$ cat config.mk
export PLATFORM = sky130hd
export DESIGN_NAME = edge_data_read_top
export DESIGN_NICKNAME = d
export VERILOG_FILES = /design/src/common/cache_line_pkg.sv /design/src/common/compute_unit_pkg.sv /design/src/common/line_pair_if.sv /design/src/hdl/edge_read_request_decode.sv /design/src/edge_data_read/edge_response_pairing.sv /design/src/edge_data_read/edge_word_extract.sv /design/src/edge_data_read/edge_data_read_top.sv
export SDC_FILE = /design/constraint.sdc
export NUM_CORES = 2
export LEC_CHECK = 0
export BUFFER_PORTS_ARGS = -buffer_cell sky130_fd_sc_hd__buf_2
export CORE_AREA = 8 8 487 489
export DETAILED_ROUTE_END_ITERATION = 10
export DIE_AREA = 0 0 495 497
export PLACE_DENSITY = 0.68
export SYNTH_ARGS = -nofsm -noshare
export SYNTH_HDL_FRONTEND = slang
export SYNTH_SLANG_ARGS = --single-unit
$ cat constraint.sdc
create_clock -name clock -period 3.1 [get_ports clock]
set_clock_uncertainty 0.2 [all_clocks]
set_input_delay 0.31 -clock clock [delete_from_list [all_inputs] [get_ports clock]]
set_output_delay 0.31 -clock clock [all_outputs]
set_load 0.05 [all_outputs]
$ cat src/common/cache_line_pkg.sv
// Cacheline geometry, address and half-line types shared by the edge read path stages
package cache_line_pkg;

	//////////////////////////////
	// Line geometry
	//////////////////////////////

	// Bytes per cacheline
	localparam int CACHELINE_BYTES = 128;
	localparam int CACHELINE_BITS  = CACHELINE_BYTES * 8;
	// Memory returns each line as two halves
	localparam int HALF_LINE_BITS  = CACHELINE_BITS / 2;

	// One edge data word
	localparam int WORD_BITS      = 32;
	localparam int WORDS_PER_LINE = CACHELINE_BITS / WORD_BITS;
	localparam int WORDS_PER_HALF = WORDS_PER_LINE / 2;

	// Word offset inside a line
	localparam int OFFSET_BITS = $clog2(WORDS_PER_LINE);

	// Byte address width on the command bus
	localparam int ADDRESS_BITS = 64;

	//////////////////////////////
	// Types
	//////////////////////////////

	// Word k sits at bits 32k up to 32k+31
	typedef logic [HALF_LINE_BITS-1:0] half_line_t;
	typedef logic [OFFSET_BITS-1:0]    word_offset_t;
	typedef logic [ADDRESS_BITS-1:0]   line_address_t;

	//////////////////////////////
	// Helpers
	//////////////////////////////

	// Memory order is big endian, host order little endian
	function automatic logic [WORD_BITS-1:0] swap_word_bytes(
		input logic [WORD_BITS-1:0] word
	);
		return {word[7:0], word[15:8], word[23:16], word[31:24]};
	endfunction

endpackage

$ cat src/common/compute_unit_pkg.sv
// Compute unit side types for edge requests and edge results of the read path
package compute_unit_pkg;

	//////////////////////////////
	// Widths
	//////////////////////////////

	// Id of the requesting compute unit
	localparam int CU_ID_BITS = 8;

	// Edge index as issued by a compute unit
	localparam int EDGE_INDEX_BITS = 32;

	// Result word width
	localparam int EDGE_WORD_BITS = 32;

	//////////////////////////////
	// Types
	//////////////////////////////

	// Travels with a command as part of its tag
	typedef logic [CU_ID_BITS-1:0] cu_id_t;

	// Low bits pick the word, the rest the line
	typedef logic [EDGE_INDEX_BITS-1:0] edge_index_t;

	// Host order result word
	typedef logic [EDGE_WORD_BITS-1:0] edge_word_t;

endpackage

$ cat src/common/line_pair_if.sv
// Paired cacheline bus from the response pairing stage to the word extract stage
`timescale 1ns/100ps

interface line_pair_if;
	import cache_line_pkg::*;
	import compute_unit_pkg::*;

	// One strobe per paired line
	// No handshake and no back-pressure
	logic valid;

	// Tag of the line, taken from half 0
	cu_id_t       cu_id;
	word_offset_t offset;

	// Lower and upper halves of the line
	half_line_t half_0;
	half_line_t half_1;

	// Pairing stage drives the line
	modport execute (
		output valid,
		output cu_id,
		output offset,
		output half_0,
		output half_1
	);

	// Extract stage consumes it
	modport result (
		input valid,
		input cu_id,
		input offset,
		input half_0,
		input half_1
	);

endinterface

$ cat src/hdl/edge_read_request_decode.sv
// Request decode stage, turns an edge index into a tagged cacheline read command
`timescale 1ns/100ps

module edge_read_request_decode (
	input  logic                          clock,
	input  logic                          rstn,
	input  logic                          enabled_in,
	input  logic                          req_valid,
	input  compute_unit_pkg::cu_id_t      req_cu_id,
	input  compute_unit_pkg::edge_index_t req_edge_index,
	input  cache_line_pkg::line_address_t edge_base_address,
	output logic                          cmd_valid,
	output cache_line_pkg::line_address_t cmd_address,
	output compute_unit_pkg::cu_id_t      cmd_cu_id,
	output cache_line_pkg::word_offset_t  cmd_offset
);
	import cache_line_pkg::*;
	import compute_unit_pkg::*;

	logic enabled;

	// Index split
	logic [EDGE_INDEX_BITS-OFFSET_BITS-1:0] line_index;
	word_offset_t                           word_offset;
	line_address_t                          line_address;

	// Command register
	logic          cmd_valid_q;
	line_address_t cmd_address_q;
	cu_id_t        cmd_cu_id_q;
	word_offset_t  cmd_offset_q;

	//////////////////////////////
	// Enable register
	//////////////////////////////

	always_ff @(posedge clock or negedge rstn) begin
		if (!rstn) begin
			enabled <= 1'b0;
		end else begin
			enabled <= enabled_in;
		end
	end

	//////////////////////////////
	// Address decode
	//////////////////////////////

	// Low bits name the word, upper bits the line
	assign word_offset = req_edge_index[OFFSET_BITS-1:0];
	assign line_index  = req_edge_index[EDGE_INDEX_BITS-1:OFFSET_BITS];

	// Base plus line index times line size
	assign line_address = edge_base_address
		+ (line_address_t'(line_index) * line_address_t'(CACHELINE_BYTES));

	//////////////////////////////
	// Command register
	//////////////////////////////

	always_ff @(posedge clock or negedge rstn) begin
		if (!rstn) begin
			cmd_valid_q   <= 1'b0;
			cmd_address_q <= '0;
			cmd_cu_id_q   <= '0;
			cmd_offset_q  <= '0;
		end else if (enabled) begin
			cmd_valid_q <= req_valid;
			// Payload only moves with a request
			if (req_valid) begin
				cmd_address_q <= line_address;
				cmd_cu_id_q   <= req_cu_id;
				cmd_offset_q  <= word_offset;
			end
		end
	end

	// A frozen command shows once enable returns
	assign cmd_valid   = cmd_valid_q & enabled;
	assign cmd_address = cmd_address_q;
	assign cmd_cu_id   = cmd_cu_id_q;
	assign cmd_offset  = cmd_offset_q;

	// Request fields fully known whenever a request is offered
	a_req_known: assert property (@(posedge clock) disable iff (!rstn)
		req_valid |-> !$isunknown({req_cu_id, req_edge_index, edge_base_address}))
	else $error("edge request carries unknown bits");

endmodule

$ cat src/edge_data_read/edge_response_pairing.sv
// Execute stage, aligns the two tagged response halves and pairs them into one line
`timescale 1ns/100ps

module edge_response_pairing (
	input  logic                         clock,
	input  logic                         rstn,
	input  logic                         enabled_in,
	input  logic                         rsp0_valid,
	input  compute_unit_pkg::cu_id_t     rsp0_cu_id,
	input  cache_line_pkg::word_offset_t rsp0_offset,
	input  cache_line_pkg::half_line_t   rsp0_data,
	input  logic                         rsp1_valid,
	input  compute_unit_pkg::cu_id_t     rsp1_cu_id,
	input  cache_line_pkg::word_offset_t rsp1_offset,
	input  cache_line_pkg::half_line_t   rsp1_data,
	line_pair_if.execute                 pair
);
	import cache_line_pkg::*;
	import compute_unit_pkg::*;

	logic enabled;

	// Half 0 first latch
	logic         rsp0_early_valid;
	cu_id_t       rsp0_early_cu_id;
	word_offset_t rsp0_early_offset;
	half_line_t   rsp0_early_data;

	// Half 0 second latch, lines up with half 1
	logic         rsp0_late_valid;
	cu_id_t       rsp0_late_cu_id;
	word_offset_t rsp0_late_offset;
	half_line_t   rsp0_late_data;

	// Half 1 single latch
	logic       rsp1_late_valid;
	half_line_t rsp1_late_data;

	// Paired line register
	logic         pair_valid_q;
	cu_id_t       pair_cu_id_q;
	word_offset_t pair_offset_q;
	half_line_t   pair_half_0_q;
	half_line_t   pair_half_1_q;

	always_ff @(posedge clock or negedge rstn) begin
		if (!rstn) begin
			enabled <= 1'b0;
		end else begin
			enabled <= enabled_in;
		end
	end

	//////////////////////////////
	// Latch stage
	//////////////////////////////

	always_ff @(posedge clock or negedge rstn) begin
		if (!rstn) begin
			rsp0_early_valid  <= 1'b0;
			rsp0_early_cu_id  <= '0;
			rsp0_early_offset <= '0;
			rsp0_early_data   <= '0;
			rsp0_late_valid   <= 1'b0;
			rsp0_late_cu_id   <= '0;
			rsp0_late_offset  <= '0;
			rsp0_late_data    <= '0;
			rsp1_late_valid   <= 1'b0;
			rsp1_late_data    <= '0;
		end else if (enabled) begin
			// Extra delay on half 0 absorbs the one cycle skew
			rsp0_early_valid  <= rsp0_valid;
			rsp0_early_cu_id  <= rsp0_cu_id;
			rsp0_early_offset <= rsp0_offset;
			rsp0_early_data   <= rsp0_data;
			rsp0_late_valid   <= rsp0_early_valid;
			rsp0_late_cu_id   <= rsp0_early_cu_id;
			rsp0_late_offset  <= rsp0_early_offset;
			rsp0_late_data    <= rsp0_early_data;
			rsp1_late_valid   <= rsp1_valid;
			rsp1_late_data    <= rsp1_data;
		end
	end

	//////////////////////////////
	// Pair stage
	//////////////////////////////

	always_ff @(posedge clock or negedge rstn) begin
		if (!rstn) begin
			pair_valid_q  <= 1'b0;
			pair_cu_id_q  <= '0;
			pair_offset_q <= '0;
			pair_half_0_q <= '0;
			pair_half_1_q <= '0;
		end else if (enabled) begin
			pair_valid_q <= rsp0_late_valid & rsp1_late_valid;
			// Tag comes from half 0
			if (rsp0_late_valid && rsp1_late_valid) begin
				pair_cu_id_q  <= rsp0_late_cu_id;
				pair_offset_q <= rsp0_late_offset;
				pair_half_0_q <= rsp0_late_data;
				pair_half_1_q <= rsp1_late_data;
			end
		end
	end

	assign pair.valid  = pair_valid_q & enabled;
	assign pair.cu_id  = pair_cu_id_q;
	assign pair.offset = pair_offset_q;
	assign pair.half_0 = pair_half_0_q;
	assign pair.half_1 = pair_half_1_q;

	// Half 1 always one cycle behind half 0
	a_half_order: assert property (@(posedge clock) disable iff (!rstn)
		rsp0_valid |=> rsp1_valid)
	else $error("half 1 missing one cycle after half 0");

	a_half_lone: assert property (@(posedge clock) disable iff (!rstn)
		rsp1_valid |-> $past(rsp0_valid))
	else $error("half 1 arrived without half 0 before it");

	// Both halves carry the same command tag
	a_half_tag: assert property (@(posedge clock) disable iff (!rstn)
		rsp1_valid |-> (rsp1_cu_id == $past(rsp0_cu_id))
			&& (rsp1_offset == $past(rsp0_offset)))
	else $error("tags of the two halves differ");

endmodule

$ cat src/edge_data_read/edge_word_extract.sv
// Result stage, selects the tagged word of a paired line and returns it in host byte order
`timescale 1ns/100ps

module edge_word_extract (
	input  logic                        clock,
	input  logic                        rstn,
	input  logic                        enabled_in,
	line_pair_if.result                 pair,
	output logic                        edge_valid,
	output compute_unit_pkg::cu_id_t    edge_cu_id,
	output compute_unit_pkg::edge_word_t edge_data
);
	import cache_line_pkg::*;
	import compute_unit_pkg::*;

	logic enabled;

	// Word select decode
	logic                   upper_half;
	logic [OFFSET_BITS-2:0] word_index;
	edge_word_t             picked_word;

	// Select register, still memory order
	logic       sel_valid;
	cu_id_t     sel_cu_id;
	edge_word_t sel_word;

	// Output register, host order
	logic       edge_valid_q;
	cu_id_t     edge_cu_id_q;
	edge_word_t edge_data_q;

	always_ff @(posedge clock or negedge rstn) begin
		if (!rstn) begin
			enabled <= 1'b0;
		end else begin
			enabled <= enabled_in;
		end
	end

	//////////////////////////////
	// Word select
	//////////////////////////////

	// Upper offsets live in half 1
	assign upper_half = (pair.offset >= word_offset_t'(WORDS_PER_HALF));
	assign word_index = pair.offset[OFFSET_BITS-2:0];

	assign picked_word = upper_half
		? pair.half_1[word_index*WORD_BITS +: WORD_BITS]
		: pair.half_0[word_index*WORD_BITS +: WORD_BITS];

	always_ff @(posedge clock or negedge rstn) begin
		if (!rstn) begin
			sel_valid <= 1'b0;
			sel_cu_id <= '0;
			sel_word  <= '0;
		end else if (enabled) begin
			sel_valid <= pair.valid;
			if (pair.valid) begin
				sel_cu_id <= pair.cu_id;
				sel_word  <= picked_word;
			end
		end
	end

	//////////////////////////////
	// Swap and output
	//////////////////////////////

	always_ff @(posedge clock or negedge rstn) begin
		if (!rstn) begin
			edge_valid_q <= 1'b0;
			edge_cu_id_q <= '0;
			edge_data_q  <= '0;
		end else if (enabled) begin
			edge_valid_q <= sel_valid;
			// Big endian memory word to host order
			if (sel_valid) begin
				edge_cu_id_q <= sel_cu_id;
				edge_data_q  <= swap_word_bytes(sel_word);
			end
		end
	end

	// Held result surfaces on the first enabled cycle
	assign edge_valid = edge_valid_q & enabled;
	assign edge_cu_id = edge_cu_id_q;
	assign edge_data  = edge_data_q;

	// Two enabled cycles from paired line to result
	a_result_latency: assert property (@(posedge clock) disable iff (!rstn)
		(edge_valid && $past(enabled) && $past(enabled, 2)) |-> $past(pair.valid, 2))
	else $error("edge result without a paired line two cycles before");

endmodule

$ cat src/edge_data_read/edge_data_read_top.sv
// Edge data read path top level, request decode to host order edge word on plain ports
`timescale 1ns/100ps

module edge_data_read_top (
	input  logic                          clock,
	input  logic                          rstn,
	input  logic                          enabled_in,
	// Compute unit request
	input  logic                          req_valid,
	input  compute_unit_pkg::cu_id_t      req_cu_id,
	input  compute_unit_pkg::edge_index_t req_edge_index,
	input  cache_line_pkg::line_address_t edge_base_address,
	// Read command to memory
	output logic                          cmd_valid,
	output cache_line_pkg::line_address_t cmd_address,
	output compute_unit_pkg::cu_id_t      cmd_cu_id,
	output cache_line_pkg::word_offset_t  cmd_offset,
	// Memory response halves
	input  logic                          rsp0_valid,
	input  compute_unit_pkg::cu_id_t      rsp0_cu_id,
	input  cache_line_pkg::word_offset_t  rsp0_offset,
	input  cache_line_pkg::half_line_t    rsp0_data,
	input  logic                          rsp1_valid,
	input  compute_unit_pkg::cu_id_t      rsp1_cu_id,
	input  cache_line_pkg::word_offset_t  rsp1_offset,
	input  cache_line_pkg::half_line_t    rsp1_data,
	// Edge result to the compute unit
	output logic                          edge_valid,
	output compute_unit_pkg::cu_id_t      edge_cu_id,
	output compute_unit_pkg::edge_word_t  edge_data
);

	// Paired line between execute and result stages
	line_pair_if pair_bus ();

	//////////////////////////////
	// Stages
	//////////////////////////////

	edge_read_request_decode u_decode (
		.clock             (clock),
		.rstn              (rstn),
		.enabled_in        (enabled_in),
		.req_valid         (req_valid),
		.req_cu_id         (req_cu_id),
		.req_edge_index    (req_edge_index),
		.edge_base_address (edge_base_address),
		.cmd_valid         (cmd_valid),
		.cmd_address       (cmd_address),
		.cmd_cu_id         (cmd_cu_id),
		.cmd_offset        (cmd_offset)
	);

	edge_response_pairing u_pairing (
		.clock       (clock),
		.rstn        (rstn),
		.enabled_in  (enabled_in),
		.rsp0_valid  (rsp0_valid),
		.rsp0_cu_id  (rsp0_cu_id),
		.rsp0_offset (rsp0_offset),
		.rsp0_data   (rsp0_data),
		.rsp1_valid  (rsp1_valid),
		.rsp1_cu_id  (rsp1_cu_id),
		.rsp1_offset (rsp1_offset),
		.rsp1_data   (rsp1_data),
		.pair        (pair_bus)
	);

	edge_word_extract u_extract (
		.clock      (clock),
		.rstn       (rstn),
		.enabled_in (enabled_in),
		.pair       (pair_bus),
		.edge_valid (edge_valid),
		.edge_cu_id (edge_cu_id),
		.edge_data  (edge_data)
	);

endmodule

* Word-level counts from Yosys, hierarchy flattened
Cells that the tools add are included.
** Word-level totals
- Bits in registers :: 2764
- Output and inout port bits :: 119
- Logic and storage cells :: 40
- Bits of input ports :: 1160
** Cells by class
- Muxes and demuxes :: 1
- Reduce and logical (&&, ||, !) cells :: 5
- Add/subtract/negate cells :: 1
- Bitwise logic cells :: 4
- Shift operators :: 2
- $lt $le $gt $ge :: 1
** Operators by type and width (number)
- 512-bit by 10-bit variable part select with 32-bit output :: 2
- 64-bit by 34-bit adder with 64-bit output :: 1
- 32-bit two-way mux :: 1
- 2-bit AND reduction :: 4
- 5-bit greater-or-equal comparator (second input constant) :: 1
- 1-bit bitwise AND :: 4
- 1-bit logical AND :: 1

* Logic depth before layout (Yosys ltp)
- Depth in word-level cells :: 2
- Mapped depth :: 10
- Mapped depth without buffers :: 10

* By module
Synthesis repeated with hierarchy kept, for this count alone.
** Second synthesis, totals
- Cells, all modules :: 7311
- Area, all modules :: 113800.4 um2
** By module, submodules not included
- edge_response_pairing :: seq. area each 65162.5 um2, area each 96956.7 um2, times used 1, cells an instance 5499
- edge_word_extract :: seq. area each 2077.0 um2, area each 11848.9 um2, times used 1, cells an instance 1211
- edge_read_request_decode :: seq. area each 1976.9 um2, area each 4994.8 um2, times used 1, cells an instance 601

* Least setup slack after synthesis
OpenSTA, ideal clock, no wires.
- Path kind :: input to register
- Start :: in req_edge_index[5]
- End :: reg u_decode.cmd_address_q[51] (netlist: u_decode.cmd_address[51])
- Data required time :: 2768 ps
- Data arrival time :: 2551 ps
- Library setup time :: 132 ps
- Cell stages on the path :: 10
- Buffers on the path :: 0
- Slack :: 217 ps
- Cell sequence :: ha_1 > fa_1 > a211o_1 > a211o_1 > a21o_1 > o211ai_1 > a21oi_2 > o2111ai_1 > xor2_1 > o21ai_1
** Between the ends
- Longest elaborated chain between the ends :: 1
** Ends and longest elaborated chain
- start, declared :: RTL line edge_data_read_top.sv:11 : input compute_unit_pkg::edge_index_t req_edge_index,
- 64-bit by 34-bit adder with 64-bit output :: RTL line edge_read_request_decode.sv:55 : + (line_address_t'(line_index) * line_address_t'(CACHELINE_BYTES));
- end signal, assigned :: RTL line edge_read_request_decode.sv:71 : cmd_address_q <= line_address;
- end, declared :: RTL line edge_read_request_decode.sv:29 : line_address_t cmd_address_q;
Every way passes these cells.
A chain may end at the register's enable or synchronous reset.

* Worst setup path after layout
- Start :: in req_edge_index[5]
- End :: reg u_decode.cmd_address_q[27] (netlist: u_decode.cmd_address[27])
Same word-level chain as after synthesis.

==> results by group <==
Outcome
  – Status: finished with violations
  – Violated checks: antenna violations

Critical path
  – Worst path slowest cell: dlygate4sd3_1
  – Crit path kind: in -> reg
  – Worst Path Max Fanout: 2
  – R2r worst-path depth: 6
  – Worst EP arrival: 3640 ps
  – Worst r2r src: u_pairing.pair.offset[4]
  – R2R Path End: u_extract.sel_word[13]
  – CP peak stage delay: 580 ps
  – Worst setup EP type: flop
  – Reg2reg setup slack: roughly 170 ps
  – Worst setup SP type: primary input
  – Req. time, crit path: approximately 3700 ps
  – Worst-path cell chain: buf_2 -> ha_1 -> fa_2 -> a211o_1 -> a211o_1 -> a21o_1 -> o211ai_1 -> buf_4 -> nand2_1 -> buf_4 -> xnor2_1 -> dlygate4sd3_1 -> o21ai_1 -> dlygate4sd3_1

Routing
  – Drt initial violations: 5521
  – DRT antenna net count: 1
  – Vias/cell: 5.60
  – DRT Pass-1 Iters: 6
  – DRC viols: 0
  – Total number of vias: 75.8k
  – Wire length per cell: ~30 um
  – Total wire length: 408000 um

Synth
  – Distinct cell type count after synthesis: 63
  – Prevailing post-synth register cell: dfrtp_1
  – Cells after synthesis: 6677
  – Synth Area per Inst: 16.7 sq um
  – Mapped cell area: roughly 110000 sq um
  – Synth Register Bits: 2764
  – Post-synth EDFFs: 0
  – Synthesized Nets: 7865
  – Asr flop ratio synth: 100%
  – Seq/Total Area, Yosys: 62.1%
  – Yosys warning count: 0

Power
  – PD cells: approximately 780 nW/um^2
  – Leakage power: 67.2 nW
  – Maximum VDD drop: 0.492 mV
  – Total power: 119 mW

Clocking
  – CTS tree: built
  – Worst-Skew Late Latency: 980 ps
  – Root Driver: clkbuf_16
  – CTS max path bufs: 4
  – TritonCTS Sinks: 2764
  – H-tree levels: 5
  – CTS Buf Count: 305
  – Clk slew on worst S/H paths: 60 ps

Die
  – Area of the core: about 230000 sq um
  – # IOs: around 1.3k
  – Initial core utilization: 48.6%
  – Die area: 246000 sq um
  – Die extent in x: 495 um
  – Die Y: 497 um
  – Std-Cell Rows: roughly 180

STA
  – Tcrit/Tclk final: a little over nine tenths
  – Worst Tran Pin Value: 1040 ps
  – Slew HR: 30.7%
  – Fmax: 328 MHz
  – Hold Vio Cnt, Final: 0
  – Final Max Slew Viols: 0
  – RSZ-0062 raised after global routing: yes
  – Crit path time final: 3050 ps
  – Final Setup Violations: 0

Placement
  – GPL Wtd Cong: 0.903
  – Dpl cell area: 123000 sq um
  – DPL Wire Length: 276000 um
  – Port Buffers: 1265

Finish
  – Final nets: roughly 11k
  – Most common cell after layout, fill and taps aside: dfrtp_1
  – Fill cell count: 15.2k
  – Share of layout cells above drive strength 1: between 40% and 50%
  – Area grow syn2layout: 38.1%
  – Commonest cells after routing, fill and taps aside: 2758 x dfrtp_1, 2673 x mux2_2, 2092 x dlygate4sd3_1, 1264 x buf_2, 320 x mux4_2
  – Design area: 154000 sq um
  – Multi-input logic area: 40700 sq um
  – Seq. cell area: 69200 sq um

Global route
  – First-pass GRT wire length: roughly 580000 um
  – Pin count of the biggest net entering global routing: 165
  – GR Util All Layers: between 30% and 40%
  – Vias in the first global route: 83.0k
  – Initial antenna violation count: 148
  – GRT Residual Overflow: 0

Hold path
  – Hold path startpoint: rsp1_data[328]
  – Worst Hold Class: in -> reg
  – Hold Path Cell Cnt: 3
  – Worst Hold Endpoint: u_pairing.rsp1_late_data[328]

Job
  – Maximum Capacitance Violations: 0
-- flip-flops by register name (all words and copies together), names as in the netlist, 32 cells and up --
register / count
u_pairing.rsp0_early_data: 512
u_pairing.pair.half_1: 512
u_pairing.rsp1_late_data: 512
u_pairing.pair.half_0: 512
u_pairing.rsp0_late_data: 512
u_extract.sel_word: 32
u_extract.edge_data: 32
u_decode.cmd_address: 64
-- cells by family (layout without fill, tap and decap cells) --
group	Yosys count	in the layout	share of synthesized area, %
AO/OA/AOI/OAI	192	192	1.05
XOR/XNOR	54	54	0.425
adder cells (fa/ha/maj)	28	28	0.321
buffers and inverters	406	4113	1.43
flip-flops	2764	2764	62.1
multiplexers	3025	3025	33.8
other	0	116	0
AND/OR/NAND/NOR	208	208	0.890
-- layout make-up --
cell class / count / share of cell area (%)
Sequential cell: 2764 / 45.0
Multi-Input combinational cell: 3507 / 26.5
Timing Repair Buffer: 3589 / 19.5
Clock buffer: 437 / 5.75
Tap cell: 3026 / 2.46
Clock inverter: 77 / 0.595
Antenna cell: 116 / 0.189
Inverter: 10 / 0.0244
-- worst max-delay path by stage --
stage	startpoint	cells past startpoint	end
after global placement	req_edge_index[5]	13	u_decode.cmd_address[45]
after floorplan	req_edge_index[5]	10	u_decode.cmd_address[51]
final	req_edge_index[5]	14	u_decode.cmd_address[27]
after CTS	req_edge_index[5]	13	u_decode.cmd_address[25]
after global routing	edge_base_address[11]	14	u_decode.cmd_address[56]
after detailed placement	req_edge_index[5]	13	u_decode.cmd_address[53]
-- layer usage --
layer | GRT usage (%) | wire [um] | vias to the layer above
li1 | - | - | 31400
met1 | 40.9 | 159000 | 39600
met2 | 49.3 | 183000 | 3319
met3 | 7.34 | 26200 | 1399
met4 | 25.4 | 39500 | 24
met5 | 0 | 166 | -
-- per-stage QoR --
step                worst slack [ps]  utilization (%)  cells  TNS [ps]  hold WS [ps]
floorplan                        217                -   6677         0          -186
global placement                -221             53.5  10800     -1890           151
detailed placement              -151             53.5  10800     -1100           163
CTS                             38.8             67.0  13400         0         0.390
global route                   -38.8             67.1  13500     -80.8          8.44
finish                          53.5             67.2  13500         0          68.7
-- synth_stat cells, types with 2 or more instances --
library cell  count  area, sq um
o21a_1            5         37.5
o31ai_1           4         30.0
ha_1             27          338
xor2_1           24          210
xnor2_1          30          263
buf_1            15         56.3
nor3_1            9         45.0
a211oi_1          6         45.0
a21o_1           11         82.6
nand2_1         119          447
o21ai_1          58          290
o2111ai_1         3         26.3
clkbuf_1        351         1320
o21bai_1          3         22.5
mux2_2         2673        30100
and3_1            9         56.3
nor4_2            2         25.0
nand3_1          16         80.1
nor2b_1           2         12.5
o211ai_1          9         67.6
a21oi_1          31          155
or3_1             2         12.5
inv_1            10         37.5
buf_2            24          120
buf_4             3         22.5
and3_2            2         15.0
a211o_1           4         35.0
mux4_2          320         7210
and2_1            8         50.1
clkbuf_8          2         27.5
nand4_1           5         31.3
nor2_1           21         78.8
dfrtp_1        2764        69200
mux2i_1          32          320
o21ai_0          45          225
-- power by group --
group,internal (mW),switching [mW]
sequential,44.6,6.17
combinational,16.5,16.2
clock,21.2,14.7
total,82.3,37.0
-- worst max-delay path, delay by kind of cell --
family	cells	cell delay [ps]
XOR/XNOR	1	110
buffers and inverters	5	1540
adder cells (fa/ha/maj)	2	570
AND/OR/NAND/NOR	1	60
AO/OA/AOI/OAI	5	1040
-- repair_timing --
action / 4_1_cts / 5_1_grt
buffers inserted: 1 / 3
gates cloned: 3 / 0
pin swaps: 0 / 8
gates resized for setup: 2 / 19
endpoints found under the setup margin: 2 / 11
hold buffers: 2094 / 0
hold endpoints to repair: 3278 / 0
No activity file was read; power rests on OpenSTA's default activity.
